### config.mk
export PLATFORM = sky130hd
export DESIGN_NAME = rvv_div_result_pack_flat
export DESIGN_NICKNAME = d
export VERILOG_FILES = /design/src/hw/rvv_div_pkg.sv /design/src/hw/rvv_div_lane_if.sv /design/src/hw/rvv_div_result_pack.sv /design/src/flat_wrapper.sv
export SDC_FILE = /design/constraint.sdc
export NUM_CORES = 1
export LEC_CHECK = 0
export BUFFER_PORTS_ARGS = -buffer_cell sky130_fd_sc_hd__buf_4
export CAP_MARGIN = 20
export CORE_AREA = 8 8 241 243
export DETAILED_ROUTE_END_ITERATION = 10
export DIE_AREA = 0 0 249 251
export PLACE_DENSITY = 0.33
export SLEW_MARGIN = 10
export SYNTH_ARGS = -nofsm -noshare
export SYNTH_HDL_FRONTEND = slang
export SYNTH_SLANG_ARGS = --single-unit
### constraint.sdc
create_clock -name vclk -period 3.8
set_input_delay 0.95 -clock vclk [all_inputs]
set_output_delay 0.95 -clock vclk [all_outputs]
set_load 0.01 [all_outputs]
### src/hw/rvv_div_pkg.sv
`default_nettype none

package rvv_div_pkg;

  localparam int byte_width  = 8;
  localparam int hword_width = 16;
  localparam int word_width  = 32;

  localparam int rob_depth_width = 4;

  // divide group of the OPMVV/OPMVX space
  typedef enum logic [5:0] {
    vdivu = 6'b100000,
    vdiv  = 6'b100001,
    vremu = 6'b100010,
    vrem  = 6'b100011
  } funct6_e;

  typedef enum logic [2:0] {
    opmvv = 3'b010,
    opmvx = 3'b110
  } funct3_e;

  typedef enum logic [1:0] {
    eew8  = 2'b00,
    eew16 = 2'b01,
    eew32 = 2'b10
  } eew_e;

  // one 32-bit slice of a vector register, read at the element width
  typedef union packed {
    logic [3:0][byte_width-1:0]  bytes;
    logic [1:0][hword_width-1:0] hwords;
    logic [word_width-1:0]       word;
  } lane_word_u;

endpackage

`default_nettype wire

### src/hw/rvv_div_lane_if.sv
`timescale 1ns/1ps
`default_nettype none

interface rvv_div_lane_if
  import rvv_div_pkg::*;
#(
  parameter int VLEN = 128
);

  // start pulses, one per divider class
  logic start8;
  logic start16;
  logic start32;

  logic is_signed;
  logic use_scalar;
  logic is_rem;
  eew_e eew;
  logic result_ack;

  // one bit per divider lane
  logic [VLEN/(2*byte_width)-1:0]  done8;
  logic [VLEN/(2*hword_width)-1:0] done16;
  logic [VLEN/word_width-1:0]      done32;

  modport ctrl (
    output start8, start16, start32,
    output is_signed, use_scalar, is_rem, eew, result_ack,
    input  done8, done16, done32
  );

  modport unpack (input is_signed, input use_scalar);

  modport pack (input is_rem, input eew);

endinterface

`default_nettype wire

### src/hw/rvv_div_result_pack.sv
`timescale 1ns/1ps
`default_nettype none

module rvv_div_result_pack
  import rvv_div_pkg::*;
#(
  parameter int VLEN = 128
) (
  rvv_div_lane_if.pack                                    lane,
  input  logic [VLEN/(2*byte_width)-1:0][byte_width-1:0]   quotient8,
  input  logic [VLEN/(2*byte_width)-1:0][byte_width-1:0]   remainder8,
  input  logic [VLEN/(2*hword_width)-1:0][hword_width-1:0] quotient16,
  input  logic [VLEN/(2*hword_width)-1:0][hword_width-1:0] remainder16,
  input  logic [VLEN/word_width-1:0][word_width-1:0]       quotient32,
  input  logic [VLEN/word_width-1:0][word_width-1:0]       remainder32,
  output logic [VLEN-1:0]                                  result_data
);

  localparam int n_words = VLEN / word_width;
  localparam int n8      = VLEN / (2 * byte_width);
  localparam int n16     = VLEN / (2 * hword_width);
  localparam int n32     = VLEN / word_width;

  logic [n8-1:0][byte_width-1:0]   res8;
  logic [n16-1:0][hword_width-1:0] res16;
  logic [n32-1:0][word_width-1:0]  res32;
  lane_word_u [n_words-1:0]        out_w;

  assign res8  = lane.is_rem ? remainder8 : quotient8;
  assign res16 = lane.is_rem ? remainder16 : quotient16;
  assign res32 = lane.is_rem ? remainder32 : quotient32;

  // same element order as the unpack, low lanes first
  always_comb begin
    int k;

    k     = 0;
    out_w = '0;
    case (lane.eew)
      eew8: begin
        for (int j = 0; j < n8; j++) begin
          out_w[j/4].bytes[j%4] = res8[j];
        end
        for (int j = 0; j < n16; j++) begin
          k = n8 + j;
          out_w[k/4].bytes[k%4] = res16[j][byte_width-1:0];
        end
        for (int j = 0; j < n32; j++) begin
          k = n8 + n16 + j;
          out_w[k/4].bytes[k%4] = res32[j][byte_width-1:0];
        end
      end
      eew16: begin
        for (int j = 0; j < n16; j++) begin
          out_w[j/2].hwords[j%2] = res16[j];
        end
        for (int j = 0; j < n32; j++) begin
          k = n16 + j;
          out_w[k/2].hwords[k%2] = res32[j][hword_width-1:0];
        end
      end
      default: begin
        for (int j = 0; j < n32; j++) begin
          out_w[j].word = res32[j];
        end
      end
    endcase
  end

  assign result_data = out_w;

endmodule

`default_nettype wire

### src/flat_wrapper.sv
// flat-port wrapper written by rule: the top's interface ports become plain ports
module rvv_div_result_pack_flat import rvv_div_pkg::*;
#(
  parameter int VLEN = 128
)
  (quotient8, remainder8, quotient16, remainder16, quotient32, remainder32, result_data, lane_is_rem, lane_eew);
  rvv_div_lane_if #(.VLEN(VLEN)) lane_i ();
  input  logic [VLEN/(2*byte_width)-1:0][byte_width-1:0] quotient8;
  input  logic [VLEN/(2*byte_width)-1:0][byte_width-1:0] remainder8;
  input  logic [VLEN/(2*hword_width)-1:0][hword_width-1:0] quotient16;
  input  logic [VLEN/(2*hword_width)-1:0][hword_width-1:0] remainder16;
  input  logic [VLEN/word_width-1:0][word_width-1:0] quotient32;
  input  logic [VLEN/word_width-1:0][word_width-1:0] remainder32;
  output logic [VLEN-1:0] result_data;
  input wire logic [$bits(lane_i.is_rem)-1:0] lane_is_rem;
  input wire logic [$bits(lane_i.eew)-1:0] lane_eew;
  assign lane_i.is_rem = lane_is_rem;
  assign lane_i.eew = lane_eew;
  rvv_div_result_pack #(.VLEN(VLEN)) u_core (.lane(lane_i), .quotient8(quotient8), .remainder8(remainder8), .quotient16(quotient16), .remainder16(remainder16), .quotient32(quotient32), .remainder32(remainder32), .result_data(result_data));
endmodule
Yosys cells after proc, flatten, opt, wreduce, memory -nomap -nowiden
Cells that the tools add are included.
{ "word_totals": {"regBits": 0, "inputBits": 515, "wordCells": 6} }
{ "op_classes": {"reduce_logical": 1, "n_mux": 4, "eq_ne": 1} }
{ "op_table": {"columns": ["operator", "n"], "rows": [
  ["$pmux 128 s2", 1],
  ["$mux 128", 1],
  ["$mux 64", 2],
  ["$eq 2x1->1 const B", 1],
  ["$logic_not 2->1", 1]
]} }

Depth between registers and ports, before layout
{ "logic_depth": {"word_depth": 2, "mapped_depth": 6, "depth_no_buf": 3} }

Least setup slack after synthesis
OpenSTA, ideal clock, no wires.
{ "synth_timing": {"path_kind": "input -> output", "from": "in lane_is_rem", "to": "out result_data[102]", "path_buffers": 3, "cell_stages": 5, "arrival_ns": 1.993, "slack_ns": 0.857, "cell_sequence": "buf_4 buf_12 buf_12 mux2i_1 a222oi_1"} }
{ "synth_via": {"elab_chain_len": 2} }
{ "synth_rtl": {"columns": ["item", "line", "source"], "rows": [
  ["from (decl)", "flat_wrapper.sv:15", "input wire logic [$bits(lane_i.is_rem)-1:0] lane_is_rem;"],
  ["$mux 128", "rvv_div_result_pack.sv:31", "assign res32 = lane.is_rem ? remainder32 : quotient32;"],
  ["$pmux 128 s2", "rvv_div_result_pack.sv:39", "case (lane.eew)"],
  ["to (decl)", "flat_wrapper.sv:14", "output logic [VLEN-1:0] result_data;"]
]} }
No other way between the ends.

Worst setup path in the final report
{ "layout_timing": {"from": "in lane_is_rem", "to": "out result_data[119]"} }
Same word-level chain as after synthesis.

==> qor.yml <==
status: "completed"
multi_input_area_mm2: 0.00395
grt_max_degree: 66
area_growth_syn_to_layout_pct: 129
crit_path_end_kind: "output port"
post_drt_wl_per_cell_um: 23.8
die_x_um: 249
drive_above_1_share_pct: 64.3
min_from: "quotient8[62]"
yosysTopAreaCell: "mux2i_1"
fillers: 6126
critPathRequiredTime_ps: 2850
drt_pass1_iterations: 8
post-cts-setup-buffers: 0
arrival_ps: 2660
slew_viol_final: 0
gp_congestion: 0.783
synth.avg_cell_area_um2: 9.24
hold_violations: 0
fin_crit_sh_pct: 95.0
antenna_found_initial: 3
route.detailed.drc: 0
finalSetupTns_ps: 0
core_mm2: 0.0543
whs_path_depth: 4
final_core_util_pct: 18.6
regArea_um2: 0
grt_usage_pct: 12.4
syn-num-nets: 992
hold_path_class: "primary input to output port"
fp.dieH_um: 251
grt-ovfl-total: 0
seq_cell_count: 0
dp.cells: 1789
fmax_mhz: 277
drtAntennaViolNets: 0
routed_wl_um: 42700
synth_top_area_share_pct: 54.5
startpoint_type: "primary input"
finalSetupViolCount: 0
ys_types: 19
layoutNonFillerInstCount: 1791
layout_commonest_cell: "buf_4"
io_buffers: 643
vias_per_cell: 4.05
drt-initial-drc-count: 635
hold_path_end: "result_data[62]"
final_net_count: 1602
yosys_warnings: 0
hpwl_um: 36900
post_cts_resized: 0
synth_cells: 477
synth_area_mm2: 0.00441
crit_type: "primary input to output port"
grt_pass1_wl_um: 58300
grt_setup_unrepaired: "no"
min_period_ps: 3610
final_cell_mix: "buf_4, mux2i_1, a222oi_1"
max-cap-violations: 0
synth_area_leaders: "mux2i_1, a222oi_1, mux2_2"
ctsHoldBuffers: 0
initial_core_util_pct: 8.11
vias: 7256
grt_pass1_vias: 8005
maxSlewHeadroom_pct: 36.8
cp_max_fo: 29
nClkBuffers: 0
ys_seq_area_share_pct: 0
io_pins: 643
tightest_slew_ps: 922
rows: 86
die_area_mm2: 0.0625
[Yosys cell counts]
library cell / count
mux2i_1: 240
a222oi_1: 110
clkbuf_1: 23
mux2_2: 16
nand2_1: 16
o221ai_1: 16
buf_2: 14
buf_1: 10
buf_4: 7
buf_6: 5
buf_12: 4
buf_8: 4
clkbuf_4: 4
a21oi_1: 2
a22o_1: 2
nand2b_1: 1
nor2_1: 1
nor2b_1: 1
or2_2: 1
[through the flow]
step / cell area [µm²] / setup WS (ps) / hold WS (ps)
after CTS: 10100 / 113 / 2320
final: 10100 / 190 / 2310
after detailed placement: 10100 / 113 / 2310
after floorplan: 4410 / 857 / 2110
after global routing: 10100 / 90.4 / 2340
after global placement: 10100 / 238 / 2310
[cell families after synthesis]
logic type / share of synthesized area, %
AOI/OAI and AO/OA: 28.8
muxes: 58.6
buffers and inverters: 10.7
and+or+nand+nor: 1.87
[metal layers]
metal / vias to the layer above / GRT usage (%) / routed length, µm
met5: - / 0 / 13
met4: 2 / 2.12 / 856
met3: 32 / 4.25 / 3940
met2: 468 / 23.7 / 22100
met1: 3413 / 13.2 / 15800
li1: 3341 / - / -
[layout make-up]
cell class                      instances  share of cell area (%)
Timing Repair Buffer                  679                    52.1
Multi-Input combinational cell        406                    39.1
Tap cell                              704                    8.73
Antenna cell                            2                  0.0496
[critical path, cell delays in order]
cell	delay [ps]
buf_8	220
buf_12	260
mux2i_1	700
a222oi_1	270
buf_4	230
[how the worst max path moves through the flow]
stage	startpoint	to
after global routing	lane_is_rem	result_data[122]
after CTS	lane_is_rem	result_data[119]
after floorplan	lane_is_rem	result_data[102]
after global placement	lane_is_rem	result_data[106]
final	lane_is_rem	result_data[119]
after detailed placement	lane_is_rem	result_data[119]
