### src/hw/rvv_div_lane_divider.sv
`timescale 1ns/1ps
`default_nettype none

module rvv_div_lane_divider #(
  parameter int DIV_WIDTH = 32
) (
  input  logic                 clk,
  input  logic                 rst_n,
  input  logic                 start,
  input  logic                 is_signed,
  input  logic                 result_ack,
  input  logic [DIV_WIDTH-1:0] dividend,
  input  logic [DIV_WIDTH-1:0] divisor,
  output logic [DIV_WIDTH-1:0] quotient,
  output logic [DIV_WIDTH-1:0] remainder,
  output logic                 done
);

  localparam int               cnt_w    = $clog2(DIV_WIDTH);
  localparam logic [cnt_w-1:0] last_cnt = cnt_w'(DIV_WIDTH - 1);

  logic                 busy;
  logic [cnt_w-1:0]     cnt;
  logic [DIV_WIDTH-1:0] rem_q;
  logic [DIV_WIDTH-1:0] quo_q;
  logic [DIV_WIDTH-1:0] dsr_q;
  logic [DIV_WIDTH-1:0] dvd_q;
  logic                 neg_quo;
  logic                 neg_rem;
  logic                 by_zero;

  logic                 dvd_neg;
  logic                 dsr_neg;
  logic [DIV_WIDTH-1:0] dvd_mag;
  logic [DIV_WIDTH-1:0] dsr_mag;
  logic [DIV_WIDTH:0]   shifted;
  logic [DIV_WIDTH:0]   diff;
  logic                 fits;
  logic [DIV_WIDTH-1:0] rem_step;
  logic [DIV_WIDTH-1:0] quo_step;
  logic [DIV_WIDTH-1:0] quo_fix;
  logic [DIV_WIDTH-1:0] rem_fix;

  assign dvd_neg = is_signed & dividend[DIV_WIDTH-1];
  assign dsr_neg = is_signed & divisor[DIV_WIDTH-1];
  assign dvd_mag = dvd_neg ? -dividend : dividend;
  assign dsr_mag = dsr_neg ? -divisor : divisor;

  // bring down the next dividend bit and try the divisor
  assign shifted  = {rem_q, quo_q[DIV_WIDTH-1]};
  assign diff     = shifted - {1'b0, dsr_q};
  assign fits     = shifted >= {1'b0, dsr_q};
  assign rem_step = fits ? diff[DIV_WIDTH-1:0] : shifted[DIV_WIDTH-1:0];
  assign quo_step = {quo_q[DIV_WIDTH-2:0], fits};

  // min / -1 comes out as the dividend through the magnitude path
  always_comb begin
    if (by_zero) begin
      quo_fix = '1;
      rem_fix = dvd_q;
    end else begin
      quo_fix = neg_quo ? -quo_step : quo_step;
      rem_fix = neg_rem ? -rem_step : rem_step;
    end
  end

  always_ff @(posedge clk) begin
    if (!rst_n) begin
      busy <= 1'b0;
      done <= 1'b0;
      cnt  <= '0;
    end else if (start) begin
      busy <= 1'b1;
      done <= 1'b0;
      cnt  <= '0;
    end else if (busy) begin
      cnt <= cnt + 1'b1;
      if (cnt == last_cnt) begin
        busy <= 1'b0;
        done <= 1'b1;
      end
    end else if (result_ack) begin
      done <= 1'b0;
    end
  end

  always_ff @(posedge clk) begin
    if (start) begin
      rem_q   <= '0;
      quo_q   <= dvd_mag;
      dsr_q   <= dsr_mag;
      dvd_q   <= dividend;
      neg_quo <= dvd_neg ^ dsr_neg;
      neg_rem <= dvd_neg;
      by_zero <= (divisor == '0);
    end else if (busy) begin
      // last step also fixes signs, then the result sits here until ack
      if (cnt == last_cnt) begin
        rem_q <= rem_fix;
        quo_q <= quo_fix;
      end else begin
        rem_q <= rem_step;
        quo_q <= quo_step;
      end
    end
  end

  assign quotient  = quo_q;
  assign remainder = rem_q;

endmodule

`default_nettype wire

### config.mk
export PLATFORM = sky130hd
export DESIGN_NAME = rvv_div_lane_divider
export DESIGN_NICKNAME = d
export VERILOG_FILES = /design/src/hw/rvv_div_lane_divider.sv
export SDC_FILE = /design/constraint.sdc
export NUM_CORES = 1
export LEC_CHECK = 0
export BUFFER_PORTS_ARGS = -buffer_cell sky130_fd_sc_hd__buf_4
export CORE_MARGIN = 3
export CORE_UTILIZATION = 27
export CTS_CLUSTER_DIAMETER = 150
export DETAILED_ROUTE_END_ITERATION = 12
export MAX_ROUTING_LAYER = met4
export PLACE_DENSITY = 0.4
export SYNTH_ARGS = -nofsm -noshare
export SYNTH_HDL_FRONTEND = slang
export SYNTH_SLANG_ARGS = --single-unit
### constraint.sdc
create_clock -name clk -period 12.45 [get_ports clk]
set_input_delay 2.49 -clock clk [delete_from_list [all_inputs] [get_ports clk]]
set_output_delay 2.49 -clock clk [all_outputs]
set_load 0.005 [all_outputs]
Word-level counts from Yosys, hierarchy flattened:

Cells that the tools add are included.

* input port bits: 69
* bits in registers: 138
* output and inout bits: 65
* word-level logic and storage cells: 45

* order comparisons: 1
* bitwise operators: 4
* equality and inequality tests: 2
* add/sub/neg operators: 6
* reduce and logical (&&, ||, !) cells: 5
* mux-type cells: 17

Operator list (number)
* 2-to-1 mux 32 bit: 11
* negation 32 bit: 4
* >= comparator 33 x 32 -> 1 bit: 1
* zero test 32 bit: 1
* subtractor 32 bit: 1
* 2-to-1 mux 1 bit: 6
* adder 5 x 1 -> 5 bit (second input constant): 1
* == test 5 bit (second input constant): 1
* nonzero test 2 bit: 2
* AND 1 bit: 2
* inequality test 2 x 1 -> 1 bit (second input constant): 1
* AND reduction 2 bit: 1
* OR reduction 2 bit: 1
* inverter 1 bit: 1
* XOR 1 bit: 1

Depth between registers and ports, before layout:

* word-level depth: 7
* gate-level depth with buffers: 22

Least setup slack after synthesis:

OpenSTA, ideal clock, no wires.

* path kind: input -> register
* from: input port dividend[0]
* to: register quo_q[30], in the netlist quotient[30] (data pin)
* arrival time: 4750 ps
* setup time: 278 ps
* buffers on the path: 0
* setup slack: 7422 ps
* data required time: 12172 ps
* cell stages on the path: 12
* cell sequence: inv_1 -> ha_1 -> nand2_1 -> nor2_1 -> nand3b_1 -> nor4_1 -> nand2_1 -> or4_1 -> o41ai_1 -> o21ai_0 -> xnor2_1 -> a22oi_1

* longest elaborated chain between the ends: 3

RTL lines
* from (decl): line 12 `input logic [DIV_WIDTH-1:0] dividend,`
* negation 32 bit: line 46 `assign dvd_mag = dvd_neg ? -dividend : dividend;`
* 2-to-1 mux 32 bit: line 46
* 2-to-1 mux 32 bit: line 88 `if (start) begin`
* to (signal assigned): line 90 `quo_q <= dvd_mag;`
* to (signal assigned): line 100 `quo_q <= quo_fix;`
* to (signal assigned): line 103 `quo_q <= quo_step;`
* to (decl): line 25 `logic [DIV_WIDTH-1:0] quo_q;`

No other way between the ends.
A chain may end at the register's enable or synchronous reset.

Worst setup path in the final report:

* from: register rem_q[21], in the netlist remainder[21]
* to: register quo_q[26], in the netlist quotient[26] (data pin)

* longest elaborated chain between the ends: 7

RTL lines
* from (decl): line 24 `logic [DIV_WIDTH-1:0] rem_q;`
* from (signal assigned): line 99 `rem_q <= rem_fix;`
* from (signal assigned): line 102 `rem_q <= rem_step;`
* >= comparator 33 x 32 -> 1 bit: line 52 `assign fits = shifted >= {1'b0, dsr_q};`
* negation 32 bit: line 62 `quo_fix = neg_quo ? -quo_step : quo_step;`
* 2-to-1 mux 32 bit: line 62
* 2-to-1 mux 32 bit: line 58 `if (by_zero) begin`
* 2-to-1 mux 32 bit: line 98 `if (cnt == last_cnt) begin`
* 2-to-1 mux 32 bit: line 96 `end else if (busy) begin`
* 2-to-1 mux 32 bit: line 88

No other way between the ends. The select of a mux whose other input is x is not followed.

==> impl_metrics.json <==
{
  "io_buffers": 133,
  "final_nets": 1475,
  "multiInputGateArea_um2": 6540,
  "gp_congestion": 0.888,
  "post_cts_buffers": 0,
  "synth_fp_nets": 1370,
  "firstDrtPassIters": 5,
  "crit_path_start_kind": "flip-flop",
  "worst_pin_slew_ns": 0.859,
  "htreeDepth": 4,
  "critPathKind": "flip-flop to flip-flop",
  "start_util_pct": 27.6,
  "synth_cell_types": 85,
  "synthCells": 1262,
  "post-place-ws_ns": 6.65,
  "post_drt_wl_per_cell_um": 19.9,
  "cts_hold_buf": 0,
  "synth-warning-count": 0,
  "cts_resized": 0,
  "outcome": "completed",
  "ioPinCount": 134,
  "fillCellCount": 4213,
  "antenna_found_initial": 0,
  "synth_edf_count": 99,
  "n_antenna_cell": 0,
  "fin_ws_ns": 6.93,
  "cts-buffers-inserted": 17,
  "post-dp-hpwl_mm": 29.3,
  "power_density_nw_per_um2": 118,
  "post-route-util_pct": 32.9,
  "ir_worst_vdd_v": 0.0000678,
  "async_reset_ff_share_pct": 0,
  "clk_pin_slew_ns": 0.07,
  "dp.cells": 1866,
  "netlist_area_um2": 10800,
  "fin_crit_sh_pct": 44.3,
  "rows": 72,
  "setup_tns_ns": 0,
  "finalHoldViolCount": 0,
  "cts_buffer_depth": 2,
  "cts_root_buffer": "clkbuf_16",
  "layout_min_cycle_time_ns": 5.52,
  "fin_area_um2": 12800,
  "grt_pass1_wl_mm": 57.7,
  "dpl_cell_area_um2": 12300,
  "die-area_um2": 42400,
  "slew_headroom_pct": 42.4,
  "maxClockFrequency_ghz": 0.181,
  "total_leakage_power_nw": 4.81,
  "cts.sinks": 138,
  "finalPower_mw": 1.52,
  "vias": 10045,
  "ys.flop_type": "edfxtp_1",
  "endpoint_kind": "flip-flop",
  "slew_violations": 0,
  "final_cell_mix": "buf_4 (145), nand2_1 (126), nor2_1 (119)",
  "final_common_cell": "buf_4",
  "critPathArrivalTime_ns": 5.69,
  "syn2layout_area_growth_pct": 19.0,
  "drtIter0Drc": 661,
  "ys_ff_latch": 138,
  "grt_max_degree": 61,
  "cp_data_required_time_ns": 12.62,
  "grt_usage_pct": 18.2,
  "hold_path.class": "flip-flop to flip-flop",
  "die_x_um": 206,
  "clk_latency_ns": 0.45,
  "hold_slack_ns": 0.460,
  "core_um2": 39100,
  "drc": 0,
  "grt_pass1_vias": 9568,
  "regArea_um2": 3750,
  "drv_cap": 0,
  "fin_cells": 1898,
  "path_max_fanout": 45,
  "die_y_um": 206,
  "setup_viol": 0,
  "ant_nets": 0,
  "totalWireLength_mm": 37.8,
  "finClkSkew_ns": 0.0142,
  "synth_area_per_cell_um2": 8.55,
  "rsz0062_at_grt": "false",
  "ys_seq_area_share_pct": 34.8,
  "layout-drive-gt1-share_pct": 15.1,
  "avgViaCountPerCell": 5.29,
  "cts_tree": "yes",
  "grt_overflow": 0
}
==> logic make-up after synthesis <==
| family | share of synthesized area (%) |
|---|---|
| multiplexers | 2.94 |
| flip-flops | 34.8 |
| adder cells (fa/ha/maj) | 4.59 |
| buffers and inverters | 4.65 |
| XOR/XNOR | 9.57 |
| AND/OR/NAND/NOR | 19.5 |
| AO/OA/AOI/OAI | 23.9 |
==> synth_stat cells (all sizes together) (6+ instances only) <==
cell / n / area share (%)
a211oi: 14 / 1.1
a21boi: 8 / 0.56
a21o: 10 / 0.70
a21oi: 102 / 4.8
a22oi: 40 / 2.8
a31oi: 12 / 0.70
and2: 11 / 0.64
and3: 9 / 0.52
buf: 29 / 1.3
clkbuf: 30 / 1.0
dfxtp: 39 / 7.2
edfxtp: 99 / 28
ha: 38 / 4.4
inv: 63 / 2.2
mux2: 6 / 0.63
mux2i: 25 / 2.3
nand2: 127 / 4.6
nand2b: 13 / 0.75
nand3: 34 / 1.7
nand4: 15 / 0.93
nor2: 120 / 4.2
nor3: 38 / 1.8
nor4: 18 / 1.2
o211ai: 18 / 1.3
o21a: 12 / 0.83
o21ai: 75 / 3.5
o221ai: 13 / 1.1
o31ai: 14 / 1.0
o41ai: 11 / 1.2
or3: 12 / 0.70
or4: 12 / 0.83
xnor2: 63 / 5.1
xor2: 55 / 4.5
==> report_power, final <==
| group | internal, mW | switching [mW] |
|---|---|---|
| registers | 0.539 | 0.0377 |
| logic | 0.172 | 0.258 |
| clock network | 0.287 | 0.224 |
==> layout make-up <==
type                       count  share of cell area (%)
tap                          518                    5.04
sequential                   138                    29.2
clock buffer                  22                    3.88
clock inverter                10                   0.565
multi-input combinational   1001                    50.9
timing repair buffer         145                    8.47
inverter                      64                    1.91
==> sequential cells by signal, summed over array words and instances, names as in the netlist <==
| register | count |
|---|---|
| dsr_q | 32 |
| dvd_q | 32 |
| quotient | 32 |
| remainder | 32 |
| cnt | 5 |
| busy | 1 |
| by_zero | 1 |
| done | 1 |
| neg_quo | 1 |
| neg_rem | 1 |
==> final timing paths <==
check                              from                         end  slack (ns)  cells past startpoint
min                 dvd_q[20]$_DFFE_PP_  remainder[20]$_SDFFE_PP0P_        0.46                      2
max reg2reg  remainder[21]$_SDFFE_PP0P_      quotient[26]$_DFFE_PP_        6.93                     17
max          remainder[21]$_SDFFE_PP0P_      quotient[26]$_DFFE_PP_        6.93                     17
min reg2reg         dvd_q[20]$_DFFE_PP_  remainder[20]$_SDFFE_PP0P_        0.46                      2
==> metal layers <==
metal | global-route usage, % | wire [µm]
met5 | - | 0
met2 | 29.4 | 18300
met1 | 24.1 | 17800
met4 | 4.44 | 571
met3 | 2.65 | 1220
==> worst max-delay path, stage by stage, from the launching register on <==
cell	delay (ns)
dfxtp_1	0.46
ha_1	0.35
a21oi_1	0.27
o21ai_0	0.22
a221oi_1	0.41
and3_1	0.52
nand2_8	0.29
inv_6	0.37
ha_1	0.24
nand2_1	0.07
nor3_1	0.38
nand2_1	0.17
nor4_1	0.52
nand2_1	0.20
nor2_1	0.34
a21oi_1	0.14
xnor2_1	0.18
a22oi_1	0.10
No activity file was read; power rests on OpenSTA's default activity.
