--- config.mk ---
export PLATFORM = sky130hd
export DESIGN_NAME = rvv_div_ctrl_flat
export DESIGN_NICKNAME = d
export VERILOG_FILES = /design/src/hw/rvv_div_pkg.sv /design/src/hw/rvv_div_lane_if.sv /design/src/hw/rvv_div_ctrl.sv /design/src/flat_wrapper.sv
export SDC_FILE = /design/constraint.sdc
export NUM_CORES = 1
export LEC_CHECK = 0
export ABC_AREA = 1
export ABC_CLOCK_PERIOD_IN_PS = 1500
export BUFFER_PORTS_ARGS = -buffer_cell sky130_fd_sc_hd__buf_2
export CAP_MARGIN = 15
export CORE_MARGIN = 1
export CORE_UTILIZATION = 31
export DETAILED_ROUTE_END_ITERATION = 8
export GPL_TIMING_DRIVEN = 0
export PLACE_DENSITY = 0.75
export SETUP_SLACK_MARGIN = 0.4
export SYNTH_ARGS = -nofsm -noshare
export SYNTH_HDL_FRONTEND = slang
export SYNTH_SLANG_ARGS = --single-unit
--- constraint.sdc ---
create_clock -name clk -period 1.5 [get_ports clk]
set_clock_uncertainty 0.2 [all_clocks]
set_input_delay 0.075 -clock clk [delete_from_list [all_inputs] [get_ports clk]]
set_output_delay 0.075 -clock clk [all_outputs]
set_load 0.03 [all_outputs]
--- src/hw/rvv_div_pkg.sv ---
`default_nettype none

package rvv_div_pkg;

  localparam int byte_width  = 8;
  localparam int hword_width = 16;
  localparam int word_width  = 32;

  localparam int rob_depth_width = 4;

  // divide group of the OPMVV/OPMVX space
  typedef enum logic [5:0] {
    vdivu = 6'b100000,
    vdiv  = 6'b100001,
    vremu = 6'b100010,
    vrem  = 6'b100011
  } funct6_e;

  typedef enum logic [2:0] {
    opmvv = 3'b010,
    opmvx = 3'b110
  } funct3_e;

  typedef enum logic [1:0] {
    eew8  = 2'b00,
    eew16 = 2'b01,
    eew32 = 2'b10
  } eew_e;

  // one 32-bit slice of a vector register, read at the element width
  typedef union packed {
    logic [3:0][byte_width-1:0]  bytes;
    logic [1:0][hword_width-1:0] hwords;
    logic [word_width-1:0]       word;
  } lane_word_u;

endpackage

`default_nettype wire

--- src/hw/rvv_div_lane_if.sv ---
`timescale 1ns/1ps
`default_nettype none

interface rvv_div_lane_if
  import rvv_div_pkg::*;
#(
  parameter int VLEN = 128
);

  // start pulses, one per divider class
  logic start8;
  logic start16;
  logic start32;

  logic is_signed;
  logic use_scalar;
  logic is_rem;
  eew_e eew;
  logic result_ack;

  // one bit per divider lane
  logic [VLEN/(2*byte_width)-1:0]  done8;
  logic [VLEN/(2*hword_width)-1:0] done16;
  logic [VLEN/word_width-1:0]      done32;

  modport ctrl (
    output start8, start16, start32,
    output is_signed, use_scalar, is_rem, eew, result_ack,
    input  done8, done16, done32
  );

  modport unpack (input is_signed, input use_scalar);

  modport pack (input is_rem, input eew);

endinterface

`default_nettype wire

--- src/hw/rvv_div_ctrl.sv ---
`timescale 1ns/1ps
`default_nettype none

module rvv_div_ctrl
  import rvv_div_pkg::*;
#(
  parameter int VLEN = 128
) (
  input  logic                       clk,
  input  logic                       rst_n,
  input  logic                       div_uop_valid,
  input  funct6_e                    uop_funct6,
  input  funct3_e                    uop_funct3,
  input  eew_e                       vs2_eew,
  input  logic [rob_depth_width-1:0] rob_entry,
  input  logic                       result_ready,
  output logic                       result_valid,
  output logic [rob_depth_width-1:0] result_rob_entry,
  rvv_div_lane_if.ctrl               lane
);

  localparam int n8  = VLEN / (2 * byte_width);
  localparam int n16 = VLEN / (2 * hword_width);
  localparam int n32 = VLEN / word_width;

  logic f3_ok;
  logic f6_ok;
  logic rem_op;
  logic accept;
  logic busy;
  logic done8_all;
  logic done16_all;
  logic done32_all;
  logic all_done;

  always_comb begin
    f3_ok           = 1'b0;
    lane.use_scalar = 1'b0;
    case (uop_funct3)
      opmvv: f3_ok = 1'b1;
      opmvx: begin
        f3_ok           = 1'b1;
        lane.use_scalar = 1'b1;
      end
      default: f3_ok = 1'b0;
    endcase
  end

  always_comb begin
    f6_ok          = 1'b1;
    lane.is_signed = 1'b0;
    rem_op         = 1'b0;
    case (uop_funct6)
      vdivu: f6_ok = 1'b1;
      vdiv:  lane.is_signed = 1'b1;
      vremu: rem_op = 1'b1;
      vrem: begin
        lane.is_signed = 1'b1;
        rem_op         = 1'b1;
      end
      default: f6_ok = 1'b0;
    endcase
  end

  // unsupported ops and pulses during a pending result are dropped
  assign accept = div_uop_valid & ~busy & f3_ok & f6_ok;

  assign lane.start32 = accept;
  assign lane.start16 = accept & ((vs2_eew == eew8) | (vs2_eew == eew16));
  assign lane.start8  = accept & (vs2_eew == eew8);

  assign done8_all  = (lane.done8 == {n8{1'b1}});
  assign done16_all = (lane.done16 == {n16{1'b1}});
  assign done32_all = (lane.done32 == {n32{1'b1}});

  // only the classes in use at the captured width
  always_comb begin
    case (lane.eew)
      eew8:    all_done = done8_all & done16_all & done32_all;
      eew16:   all_done = done16_all & done32_all;
      default: all_done = done32_all;
    endcase
  end

  assign result_valid    = busy & all_done;
  assign lane.result_ack = result_valid & result_ready;

  always_ff @(posedge clk) begin
    if (!rst_n) begin
      busy        <= 1'b0;
      lane.eew    <= eew8;
      lane.is_rem <= 1'b0;
    end else if (accept) begin
      busy        <= 1'b1;
      lane.eew    <= vs2_eew;
      lane.is_rem <= rem_op;
    end else if (lane.result_ack) begin
      busy <= 1'b0;
    end
  end

  always_ff @(posedge clk) begin
    if (accept) begin
      result_rob_entry <= rob_entry;
    end
  end

endmodule

`default_nettype wire

--- src/flat_wrapper.sv ---
// flat-port wrapper written by rule: the top's interface ports become plain ports
module rvv_div_ctrl_flat import rvv_div_pkg::*;
#(
  parameter int VLEN = 128
)
  (clk, rst_n, div_uop_valid, uop_funct6, uop_funct3, vs2_eew, rob_entry, result_ready, result_valid, result_rob_entry, lane_start8, lane_start16, lane_start32, lane_is_signed, lane_use_scalar, lane_is_rem, lane_eew, lane_result_ack, lane_done8, lane_done16, lane_done32);
  rvv_div_lane_if #(.VLEN(VLEN)) lane_i ();
  input  logic clk;
  input  logic rst_n;
  input  logic div_uop_valid;
  input  funct6_e uop_funct6;
  input  funct3_e uop_funct3;
  input  eew_e vs2_eew;
  input  logic [rob_depth_width-1:0] rob_entry;
  input  logic result_ready;
  output logic result_valid;
  output logic [rob_depth_width-1:0] result_rob_entry;
  output wire logic [$bits(lane_i.start8)-1:0] lane_start8;
  output wire logic [$bits(lane_i.start16)-1:0] lane_start16;
  output wire logic [$bits(lane_i.start32)-1:0] lane_start32;
  output wire logic [$bits(lane_i.is_signed)-1:0] lane_is_signed;
  output wire logic [$bits(lane_i.use_scalar)-1:0] lane_use_scalar;
  output wire logic [$bits(lane_i.is_rem)-1:0] lane_is_rem;
  output wire logic [$bits(lane_i.eew)-1:0] lane_eew;
  output wire logic [$bits(lane_i.result_ack)-1:0] lane_result_ack;
  input wire logic [$bits(lane_i.done8)-1:0] lane_done8;
  input wire logic [$bits(lane_i.done16)-1:0] lane_done16;
  input wire logic [$bits(lane_i.done32)-1:0] lane_done32;
  assign lane_start8 = lane_i.start8;
  assign lane_start16 = lane_i.start16;
  assign lane_start32 = lane_i.start32;
  assign lane_is_signed = lane_i.is_signed;
  assign lane_use_scalar = lane_i.use_scalar;
  assign lane_is_rem = lane_i.is_rem;
  assign lane_eew = lane_i.eew;
  assign lane_result_ack = lane_i.result_ack;
  assign lane_i.done8 = lane_done8;
  assign lane_i.done16 = lane_done16;
  assign lane_i.done32 = lane_done32;
  rvv_div_ctrl #(.VLEN(VLEN)) u_core (.clk(clk), .rst_n(rst_n), .div_uop_valid(div_uop_valid), .uop_funct6(uop_funct6), .uop_funct3(uop_funct3), .vs2_eew(vs2_eew), .rob_entry(rob_entry), .result_ready(result_ready), .result_valid(result_valid), .result_rob_entry(result_rob_entry), .lane(lane_i));
endmodule
---- Yosys cells after proc, flatten, opt, wreduce, memory -nomap -nowiden ----
Cells that the tools add are included.
W data, S select, Z words.
cells by class
  eq/ne operators ......................... 11
  reduce and logical (&&, ||, !) cells .... 7
  bitwise operators ....................... 12
  multiplexer cells ....................... 8
operators by type and width
  kind                  number
  $eq A6 B6 Y1 const B  4
  $and A1 B1 Y1         10
  $eq A4 B4 Y1 const B  2
  $eq A8 B8 Y1 const B  1
  $mux W1               7
  $reduce_or A2 Y1      3
  $eq A2 B1 Y1 const B  2
  $logic_not A2 Y1      2
  $reduce_or A4 Y1      1
  $eq A3 B2 Y1 const B  1
  $eq A3 B3 Y1 const B  1
  $pmux W1 S2           1
  $reduce_bool A2 Y1    1
  $not A1 Y1            1
  $or A1 B1 Y1          1
word-level totals
  input port bits ......................... 35
  output and inout port bits .............. 14
  flip-flop bits (word level) ............. 8

---- Logic depth before layout (Yosys ltp) ----
Gate-level depths: netlist of run 1.
  word-level depth ........................ 8
  depth in mapped cells ................... 9
  depth with buffers taken out ............ 9

---- Worst setup path after synthesis of run 1 ----
Ideal clock, no wire load.
  path type ............................... flip-flop to output port
  start point ............................. register u_core.busy
  end point ............................... output lane_start8
  arrival ................................. 1.339 ns
  slack ................................... -0.114 ns
  required time ........................... 1.225 ns
  cell stages (with the launch flop) ...... 4
  path through ............................ dfxtp_1 > nor3_4 > nand3_4 > nor3_1
on the way
  longest elaborated chain between the ends .. 5
ends and longest elaborated chain
  item                         line                RTL
  from (decl)                  rvv_div_ctrl.sv:30  logic busy;
  from (signal assigned)       rvv_div_ctrl.sv:90  busy <= 1'b0;
  from (signal assigned)       rvv_div_ctrl.sv:94  busy <= 1'b1;
  from (signal assigned)       rvv_div_ctrl.sv:98  busy <= 1'b0;
  $not A1 Y1                   rvv_div_ctrl.sv:66  assign accept = div_uop_valid & ~busy & f3_ok & f6_ok;
  $and A1 B1 Y1 (3 in series)  rvv_div_ctrl.sv:66
  $and A1 B1 Y1                rvv_div_ctrl.sv:70  assign lane.start8 = accept & (vs2_eew == eew8);
  to (decl)                    flat_wrapper.sv:18  output wire logic [$bits(lane_i.start8)-1:0] lane_start8;
No other way between the ends.

---- Worst setup path in the final report of run 1 ----
Same ends and word-level chain as after synthesis.

==> results.json, run 1 <==
{
  "worst_r2r_endpoint": "u_core.result_rob_entry[3]$_DFFE_PP_",
  "p_total_uw": 511.7,
  "crit_buf_inv": 1,
  "max_freq_mhz": 686.6,
  "path_cells": "nor3_4, nand3_4, nor3_4, buf_6",
  "yosysWarnings": 0,
  "clk_path_buf_depth": 2,
  "synth_top_area_share_pct": 28.32,
  "wl_per_cell_um": 9.357,
  "die_h_um": 38.99,
  "whs_path_depth": 4,
  "worstPathMaxFanout": 6,
  "post_drt_via_cell_ratio": 4.442,
  "max_slew_margin_pct": 85.50,
  "power_density_nw_per_um2": 574.4,
  "crit_arrival_ns": 1.18,
  "drive_gt1_share_pct": 61.74,
  "violations": "negative hold slack",
  "final_area_um2": 890.9,
  "ys_top_cells_by_area": "edfxtp_1 28%, dfxtp_1 19%, nand2_1 12%, inv_1 8.0%, nor2_1 7.1%",
  "place.gp.congestion": 0.6339,
  "grt_overflow": 0,
  "p_leak_nw": 0.4647,
  "cp_top_family": "simple AND/OR/NAND/NOR gates",
  "ys_seq_area_share_pct": 47.20,
  "dpl.hpwl_um": 821.7,
  "synth-seq-cells": 8,
  "tightest_slew_ns": 0.2167,
  "p_switching_uw": 125.1,
  "final_net_count": 151,
  "maxCapViolCount": 0,
  "numCtsBuffers": 3,
  "crit_slowest_cell": "dfxtp_2",
  "seq_power_share_pct": 44.9,
  "start_util_pct": 35.76,
  "cpMostUsedCell": "nor3_4",
  "final_cell_mix": "40 x buf_2, 13 x nand2_1, 9 x buf_6, 7 x dlygate4sd3_1",
  "cp-end-kind": "output port",
  "drt_wl_total_um": 1207,
  "final_common_cell": "buf_2",
  "clk_pin_slew_worst_paths_ns": 0.06,
  "rsz0062_at_grt": "yes",
  "critPathMaxStageDelay_ns": 0.34,
  "firstDrtPassIters": 4,
  "diodes": 0,
  "period_needed_ns": 1.456,
  "syn_nets": 88,
  "grt_max_degree": 7,
  "cts-root-buf": "clkbuf_4",
  "die_width_um": 38.99,
  "timing_hold_violations_final": 2,
  "status": "complete, but fails checks",
  "grt_pass1_wl_um": 1731,
  "ys_types": 16,
  "clk_latency_ns": 0.25,
  "rows": 12,
  "combPwrFrac_pct": 18.6,
  "grt_pass1_vias": 486,
  "antenna_left": 0,
  "dr.first_iter.drc_count": 2,
  "hp-class": "in2reg",
  "hold_slack_ns": -0.05937,
  "power.internal_uw": 386.6,
  "maxSlewViolCount": 0,
  "ctsHoldBuffers": 7,
  "clkSinkCount": 8,
  "crit_type": "reg2out",
  "drc_errors": 0,
  "worstPathRequired_ns": 1.22,
  "ir_drop_uv": 391.5,
  "io_pins": 49,
  "grt_util_all_layers_pct": 17.53,
  "areaGrowthSynthToFinish_pct": 110.0,
  "h-tree-depth": 1,
  "dieArea_um2": 1520,
  "setup_viol": 0,
  "utilization_pct": 75.11,
  "vias": 573,
  "reg2reg_depth": 4,
  "syn_avg_cell_area_um2": 8.003,
  "startpoint_type": "register",
  "io_buffers": 48,
  "switching_share_pct": 24.44,
  "antenna_found_initial": 0,
  "period_share_pct": 97.10,
  "cts_tree": "done",
  "hp-start": "result_ready",
  "r2r-start": "u_core.busy$_SDFFE_PN0P_",
  "dpl_cell_area_um2": 713.2,
  "core_area_um2": 1186,
  "yosys.area.top_type": "edfxtp_1",
  "reg2reg_slack_ns": 0.18,
  "worstHoldEndpoint": "u_core.busy$_SDFFE_PN0P_",
  "syn_inst": 53,
  "syn_area_um2": 424.2,
  "p_clk_share_pct": 36.5
}
layer usage:
layer | GRT usage (%) | share of wire (%) | vias up
li1 | - | - | 289
met1 | 13.67 | 35 | 247
met2 | 37.92 | 55 | 37
met3 | 5.780 | 10 | 0
met4 | 5.172 | 0 | 0
met5 | 0 | 0 | -
state kept, by name, indices dropped and copies added, names as in the netlist:
name and flops:
u_core.busy 1, u_core.lane.eew 2, u_core.lane.is_rem 1, u_core.result_rob_entry 4
synth_stat cells (all sizes together):
cell type / n
nor2: 10
edfxtp: 4
inv: 9
and3: 1
o21ai: 2
clkinv: 1
dfxtp: 4
nand3: 3
a21oi: 2
nand2: 14
nor3: 2
a211oi: 1
logic make-up after synthesis:
| logic type | count (synthesis) | synth area share [%] |
|---|---|---|
| DFF | 8 | 47.20 |
| and+or+nand+nor | 30 | 35.99 |
| buffers and inverters | 10 | 9.143 |
| AOI/OAI and AO/OA | 5 | 7.669 |
cell type report:
cell class | count | area [µm²]
Clock buffer | 4 | 26.28
Fill cell | 96 | 295.3
Sequential cell | 8 | 206.4
Multi-Input combinational cell | 35 | 211.5
Inverter | 10 | 42.54
Tap cell | 14 | 17.52
Timing Repair Buffer | 58 | 386.6
power groups by stage:
stage,sequential [mW],combinational (mW),clock (mW)
after floorplan,0.237,0.0252,0
after detailed placement,0.235,0.0783,0
after global routing,0.230,0.104,0.200
after global placement,0.234,0.0763,0
final,0.230,0.0950,0.187
after CTS,0.230,0.0937,0.184
timing repair:
item                       in CTS  in global routing
gates resized for setup        12                 10
setup buffers                   3                  0
setup endpoints to repair      13                 16
hold endpoints to repair        8                  2
pin swaps                       3                  0
stage by stage:
step,TNS [ns],cells,worst slack [ns],hold slack (ns)
after global placement,0,115,0.2024,0.05190
after floorplan,0,53,0.2459,-0.02613
after global routing,-0.02461,129,-0.02362,-0.02755
after detailed placement,0,115,0.1933,0.05370
after CTS,0,129,0.03947,-0.04998
final,0,129,0.04351,-0.05937
worst register-to-register path: cells and delay by family, from the launching register on:
kind          cells  cell delay (ns)
simple gates      2             0.30
buf+inv           2             0.21
flops             1             0.34
worst max path at each step:
stage,to,depth (start not counted),from,slack (ns)
3_5_place_dp,lane_start8,7,uop_funct3[0],0.19
4_1_cts,lane_start8,4,u_core.busy$_SDFFE_PN0P_,0.04
6_report,lane_start8,4,u_core.busy$_SDFFE_PN0P_,0.04
2_1_floorplan,u_core.result_rob_entry[0]$_DFFE_PP_,3,u_core.busy$_SDFFE_PN0P_,0.25
5_1_grt,lane_start8,4,u_core.busy$_SDFFE_PN0P_,-0.02
3_3_place_gp,lane_start8,7,uop_funct3[0],0.20
Power figures use the tool's default switching activity.
==> inputs of run 2 (changes only) <==
Settings changed: BUFFER_PORTS_ARGS -buffer_cell sky130_fd_sc_hd__buf_2 to not set, CORE_AREA set to 2 2 39 41, CORE_MARGIN 1 to not set, CORE_UTILIZATION 31 to not set, DIE_AREA set to 0 0 41 43, DONT_BUFFER_PORTS set to 1, PLACE_DENSITY 0.75 to not set.
==> run 2 against run 1 <==
The flow still finishes with violations (negative hold slack). Worst hold slack lost 0.064 ns. Critical path depth stayed put. First-iteration DRC count unchanged. Maximum frequency decreased by 0.99%. Sequential power about the same. Setup slack lost 0.015 ns. Non-clock buffer count down 46. Global-route usage down 7.0 points. Clock power decreased by 6%. Clock-buffer cell count stayed put. Critical endpoint is now lane_start16. Largest power group unchanged.
==> results.json, run 2 (same netlist as run 1, synthesis figures left out) <==
{
  "max_flop_register": "u_core.result_rob_entry",
  "period_share_pct": 98.07,
  "io_buffers": 0,
  "numCtsBuffers": 3,
  "clk_path_buf_depth": 2,
  "io_pins": 49,
  "r2r-start": "u_core.busy$_SDFFE_PN0P_",
  "clk_pin_slew_worst_paths_ns": 0.05,
  "violations": "negative hold slack",
  "vias": 392,
  "grt_pass1_wl_um": 1159,
  "die_h_um": 43,
  "crit_arrival_ns": 1.20,
  "startpoint": "u_core.busy$_SDFFE_PN0P_",
  "period_needed_ns": 1.471,
  "dieArea_um2": 1763,
  "maxSlewViolCount": 0,
  "worstPathMaxFanout": 3,
  "die_width_um": 41,
  "max_slew_margin_pct": 63.65,
  "place.gp.congestion": 0.6176,
  "dpl_cell_area_um2": 475.5,
  "clk_latency_ns": 0.25,
  "worst_r2r_endpoint": "u_core.lane.is_rem$_SDFFE_PN0P_",
  "wl_per_cell_um": 10.65,
  "ir_drop_uv": 330.0,
  "cp_top_family": "simple AND/OR/NAND/NOR gates",
  "maxCapViolCount": 0,
  "worst-path-stages": 4,
  "final_common_cell": "nand2_1",
  "reg2reg_depth": 7,
  "final_cell_mix": "11 x nand2_1, 7 x nor2_1, 7 x dlygate4sd3_1, 6 x inv_1, 4 x edfxtp_1",
  "hp-class": "in2reg",
  "post_drt_via_cell_ratio": 4.612,
  "antenna_found_initial": 0,
  "grt_pass1_vias": 320,
  "drc_errors": 0,
  "max_freq_mhz": 679.8,
  "status": "complete, but fails checks",
  "h-tree-depth": 1,
  "grt_util_all_layers_pct": 10.56,
  "hold_slack_ns": -0.1231,
  "crit_buf_inv": 1,
  "drive_gt1_share_pct": 39.13,
  "drt_wl_total_um": 905,
  "cts-root-buf": "clkbuf_4",
  "core_area_um2": 1384,
  "antenna_left": 0,
  "power_density_nw_per_um2": 707.2,
  "startpoint_type": "register",
  "p_total_uw": 455.7,
  "p_leak_nw": 0.2682,
  "cp-end-kind": "output port",
  "final_net_count": 105,
  "areaGrowthSynthToFinish_pct": 51.92,
  "grt_overflow": 0,
  "setup_viol": 0,
  "critPathMaxStageDelay_ns": 0.33,
  "tightest_slew_ns": 0.5432,
  "endpoint": "lane_start16",
  "final_area_um2": 644.4,
  "crit_type": "reg2out",
  "path_cells": "nor3_4, nand3_4, buf_12, nor2_4",
  "clkSinkCount": 8,
  "worstPathRequired_ns": 1.22,
  "rsz0062_at_grt": "yes",
  "rows": 14,
  "firstDrtPassIters": 2,
  "reg2reg_slack_ns": 0.10,
  "timing_hold_violations_final": 4,
  "cts_tree": "done",
  "reg.largest.list": "u_core.result_rob_entry x4, u_core.lane.eew x2",
  "crit_slowest_cell": "dfxtp_2",
  "largest_reg_flops": 4,
  "grt_max_degree": 7,
  "dpl.hpwl_um": 672.7,
  "dr.first_iter.drc_count": 2,
  "diodes": 0,
  "start_util_pct": 30.65,
  "ctsHoldBuffers": 7
}
-- run 2: cell types whose count changed in the layout (fill, tap and decap cells not counted), sizes merged --
| cell | previous run | this run |
|---|---|---|
| clkinv | 1 | 0 |
| inv | 9 | 10 |
| buf | 51 | 5 |
-- run 2: worst min-delay path, cell delays in order --
cell	delay (ns)
nand3_2	0.08
nand2_1	0.07
a21oi_1	0.05
-- run 2: what timing repair did --
action	4_1_cts	5_1_grt
endpoints found under the hold margin	10	3
pin swaps	8	7
gates resized for setup	7	1
cloned	0	0
setup endpoints to repair	13	13
setup buffers	5	0
-- run 2: layout make-up --
| class | instances | area, µm² |
|---|---|---|
| fillers | 132 | 739.5 |
| multi-input cells | 35 | 217.7 |
| flip-flops and latches | 8 | 206.4 |
| repair buffers | 12 | 123.9 |
| inverters | 10 | 50.05 |
| clock buffers | 4 | 26.28 |
| well taps | 16 | 20.02 |
-- run 2: worst min path at each step --
stage               slack, ns  depth (start not counted)                                    to          from
global route            -0.11                          2       u_core.lane.eew[1]$_SDFFE_PN0P_    vs2_eew[1]
finish                  -0.12                          3              u_core.busy$_SDFFE_PN0P_  result_ready
global placement        -0.03                          0  u_core.result_rob_entry[1]$_DFFE_PP_  rob_entry[1]
floorplan               -0.03                          0  u_core.result_rob_entry[0]$_DFFE_PP_  rob_entry[0]
CTS                     -0.17                          2       u_core.lane.eew[1]$_SDFFE_PN0P_    vs2_eew[1]
detailed placement      -0.03                          0  u_core.result_rob_entry[1]$_DFFE_PP_  rob_entry[1]
-- run 2: stage by stage --
stage / hold WS (ns) / TNS [ns] / utilization [%] / setup WS, ns / instances
after CTS: -0.1655 / -0.02205 / 46.38 / -0.01106 / 85
after global placement: -0.02608 / 0 / 34.36 / 0.2052 / 69
after global routing: -0.1052 / -0.04879 / 46.56 / -0.04879 / 85
after detailed placement: -0.02609 / 0 / 34.36 / 0.1926 / 69
final: -0.1231 / 0 / 46.56 / 0.02895 / 85
after floorplan: -0.02613 / 0 / - / 0.2459 / 53
-- run 2: metal layers --
metal	wire, µm	GRT usage (%)
met1	273	8.333
met2	519	16.56
met3	112	7.330
met4	0	8.000
met5	0	0
-- run 2: report_power, final --
part           leakage (nW)  internal (mW)  switching [mW]
sequential           0.0701          0.229         0.00342
clock                0.0150          0.102          0.0746
combinational         0.183         0.0235          0.0230
==> inputs of run 3 (changes only) <==
Settings changed: ABC_AREA 1 to not set, MAX_ROUTING_LAYER set to met4.
==> run 3 against run 2 <==
The run ends with negative hold slack, negative setup slack left. Synthesized cell count decreased by 34%. First-iteration DRC count increased by 50%. Critical path depth fell by 2. Highest routed layer unchanged. Clock-buffer cell count stayed put. Synthesized area down 3.5%.
==> results.json, run 3 <==
{
  "setup_viol": 3,
  "crit_arrival_ns": 1.29,
  "ctsHoldBuffers": 8,
  "p_leak_nw": 0.2742,
  "die_h_um": 43,
  "grt_max_degree": 6,
  "whs_path_depth": 3,
  "syn_area_um2": 409.1,
  "p_total_uw": 438.8,
  "utilization_pct": 47.20,
  "core_area_um2": 1384,
  "worstPathRequired_ns": 1.22,
  "max_slew_margin_pct": 63.52,
  "fin_ws_ns": -0.06722,
  "status": "complete, but fails checks",
  "multi_input_area_um2": 270.3,
  "syn_avg_cell_area_um2": 11.69,
  "ys_types": 19,
  "ir_drop_uv": 408.7,
  "hp-start": "lane_done32[1]",
  "worst_r2r_endpoint": "u_core.busy$_SDFFE_PN0P_",
  "max_freq_mhz": 638.1,
  "top_layer_used": "met3",
  "grt_pass1_vias": 353,
  "synthTopCellsByCount": "5 x nor2_1, 4 x dfxtp_1, 4 x edfxtp_1, 3 x mux2i_1",
  "firstDrtPassIters": 2,
  "yosysWarnings": 0,
  "maxSlewViolCount": 0,
  "wl_met3_um": 111,
  "vias": 336,
  "place_inst": 51,
  "areaGrowthSynthToFinish_pct": 59.63,
  "dr.first_iter.drc_count": 3,
  "yosysMostFrequentCell": "nor2_1",
  "async_reset_ff_share_pct": 0,
  "hp-class": "in2reg",
  "drive_gt1_share_pct": 42.00,
  "fin_cells": 66,
  "place.gp.congestion": 0.6855,
  "period_needed_ns": 1.567,
  "synth-edff-count": 4,
  "timing_hold_violations_final": 1,
  "reg2reg_depth": 3,
  "antenna_left": 0,
  "grt_util_all_layers_pct": 13.66,
  "diodes": 0,
  "numCtsBuffers": 3,
  "cts_tree": "done",
  "crit_type": "reg2out",
  "grt_pass1_wl_um": 1566,
  "post_drt_via_cell_ratio": 5.091,
  "drc_errors": 0,
  "grt_overflow": 0,
  "period_share_pct": 104.5,
  "power_density_nw_per_um2": 671.9,
  "hold_slack_ns": -0.05599,
  "clk_pin_slew_worst_paths_ns": 0.05,
  "tightest_slew_ns": 0.5432,
  "maxCapViolCount": 0,
  "final_cell_mix": "8 x dlygate4sd3_1, 4 x edfxtp_1",
  "fillers": 129,
  "syn_inst": 35,
  "synthFlopType": "edfxtp_1",
  "die_width_um": 41,
  "yosys.area.top_type": "edfxtp_1",
  "dpl.hpwl_um": 846.3,
  "reg.largest.list": "u_core.result_rob_entry x4, u_core.lane.eew x2",
  "io_buffers": 0,
  "syn_nets": 70,
  "dr_wl_met2_um": 582,
  "worstHoldEndpoint": "u_core.busy$_SDFFE_PN0P_",
  "worstPathMaxFanout": 4,
  "rsz0062_at_grt": "yes",
  "clk_path_buf_depth": 2,
  "ys_seq_area_share_pct": 48.93,
  "wl_met1_um": 322,
  "start_util_pct": 29.57,
  "final_net_count": 86,
  "dieArea_um2": 1763,
  "startpoint_type": "register",
  "antenna_found_initial": 0,
  "setup-tns-final_ns": -0.1463,
  "cp-end-kind": "output port",
  "wl_per_cell_um": 15.39,
  "r2r-start": "u_core.lane.eew[1]$_SDFFE_PN0P_",
  "final_common_cell": "dlygate4sd3_1",
  "clkSinkCount": 8,
  "h-tree-depth": 1,
  "rows": 14,
  "ys_top_cells_by_area": "edfxtp_1 29%, dfxtp_1 20%, mux2i_1 7.3%, nand4b_4 5.8%, nor4b_4 5.8%",
  "drt_wl_total_um": 1016,
  "synth-seq-cells": 8,
  "area.sequential_um2": 211.5,
  "largest_reg_flops": 4,
  "clk_latency_ns": 0.24,
  "violations": "negative hold slack, negative setup slack",
  "cts-root-buf": "clkbuf_4",
  "max_flop_register": "u_core.result_rob_entry",
  "reg2reg_slack_ns": -0.05,
  "synth_top_area_share_pct": 29.36,
  "io_pins": 49
}
-- run 3: cell types whose count changed in the layout (fill, tap and decap cells not counted), moves of 3 or more --
cell     previous run  this run
nand2_2             3         0
nand2_1            11         2
inv_1               6         1
nor2_1              7         3
buf_4               3         0
mux2i_1             0         3
-- run 3: worst max path at each step --
stage,start,endpoint,cells after the start
after global placement,u_core.lane.eew[1]$_SDFFE_PN0P_,u_core.busy$_SDFFE_PN0P_,4
final,u_core.lane.eew[1]$_SDFFE_PN0P_,lane_result_ack,2
after CTS,u_core.lane.eew[1]$_SDFFE_PN0P_,lane_result_ack,3
after floorplan,u_core.lane.eew[1]$_SDFFE_PN0P_,u_core.busy$_SDFFE_PN0P_,4
after detailed placement,u_core.busy$_SDFFE_PN0P_,u_core.busy$_SDFFE_PN0P_,3
after global routing,u_core.lane.eew[1]$_SDFFE_PN0P_,lane_result_ack,2
-- run 3: cells by family (layout without fill, tap and decap cells) --
kind of cell,after synthesis,in the layout,share of synthesized area [%]
DFF,8,8,48.93
and+or+nand+nor,19,19,36.39
AOI/OAI and AO/OA,3,3,5.507
buffers and inverters,2,17,1.836
muxes,3,3,7.340
-- run 3: worst max-delay path: stages (launching register included) --
cell     delay (ns)
dfxtp_4        0.43
a41oi_4        0.07
nor4_4         0.55
-- run 3: what timing repair did --
action                     4_1_cts  5_1_grt
gates resized for setup          9        1
setup endpoints to repair       13       13
hold endpoints to repair        10        1
pin swaps                        5        3
gates cloned                     0        0
buffers inserted                 3        0
-- run 3: layer usage --
| layer | global-route usage [%] | up-vias |
|---|---|---|
| li1 | - | 164 |
| met1 | 14.10 | 149 |
| met2 | 21.56 | 23 |
| met3 | 8.901 | 0 |
| met4 | 2.000 | 0 |
| met5 | - | - |
-- run 3: cell type report --
class / count / area share [%]
tap: 16 / 3.065
multi-input combinational: 25 / 41.38
inverter: 2 / 1.724
sequential: 8 / 32.38
clock buffer: 4 / 4.023
timing repair buffer: 11 / 17.43
-- run 3: stage by stage --
stage          setup WS, ns  instance area [µm²]
6_report           -0.06722                653.1
5_1_grt             -0.1191                653.1
4_1_cts            -0.07995                650.6
3_5_place_dp       -0.03707                486.7
3_3_place_gp       -0.02022                486.7
2_1_floorplan       0.05066                466.7
-- run 3: power breakdown --
part           switching (mW)  total (mW)  leakage, nW  internal, mW
clock network          0.0655       0.167       0.0150         0.101
registers             0.00287       0.229       0.0706         0.226
logic                  0.0194      0.0434        0.189        0.0240
total                  0.0878       0.439        0.274         0.351
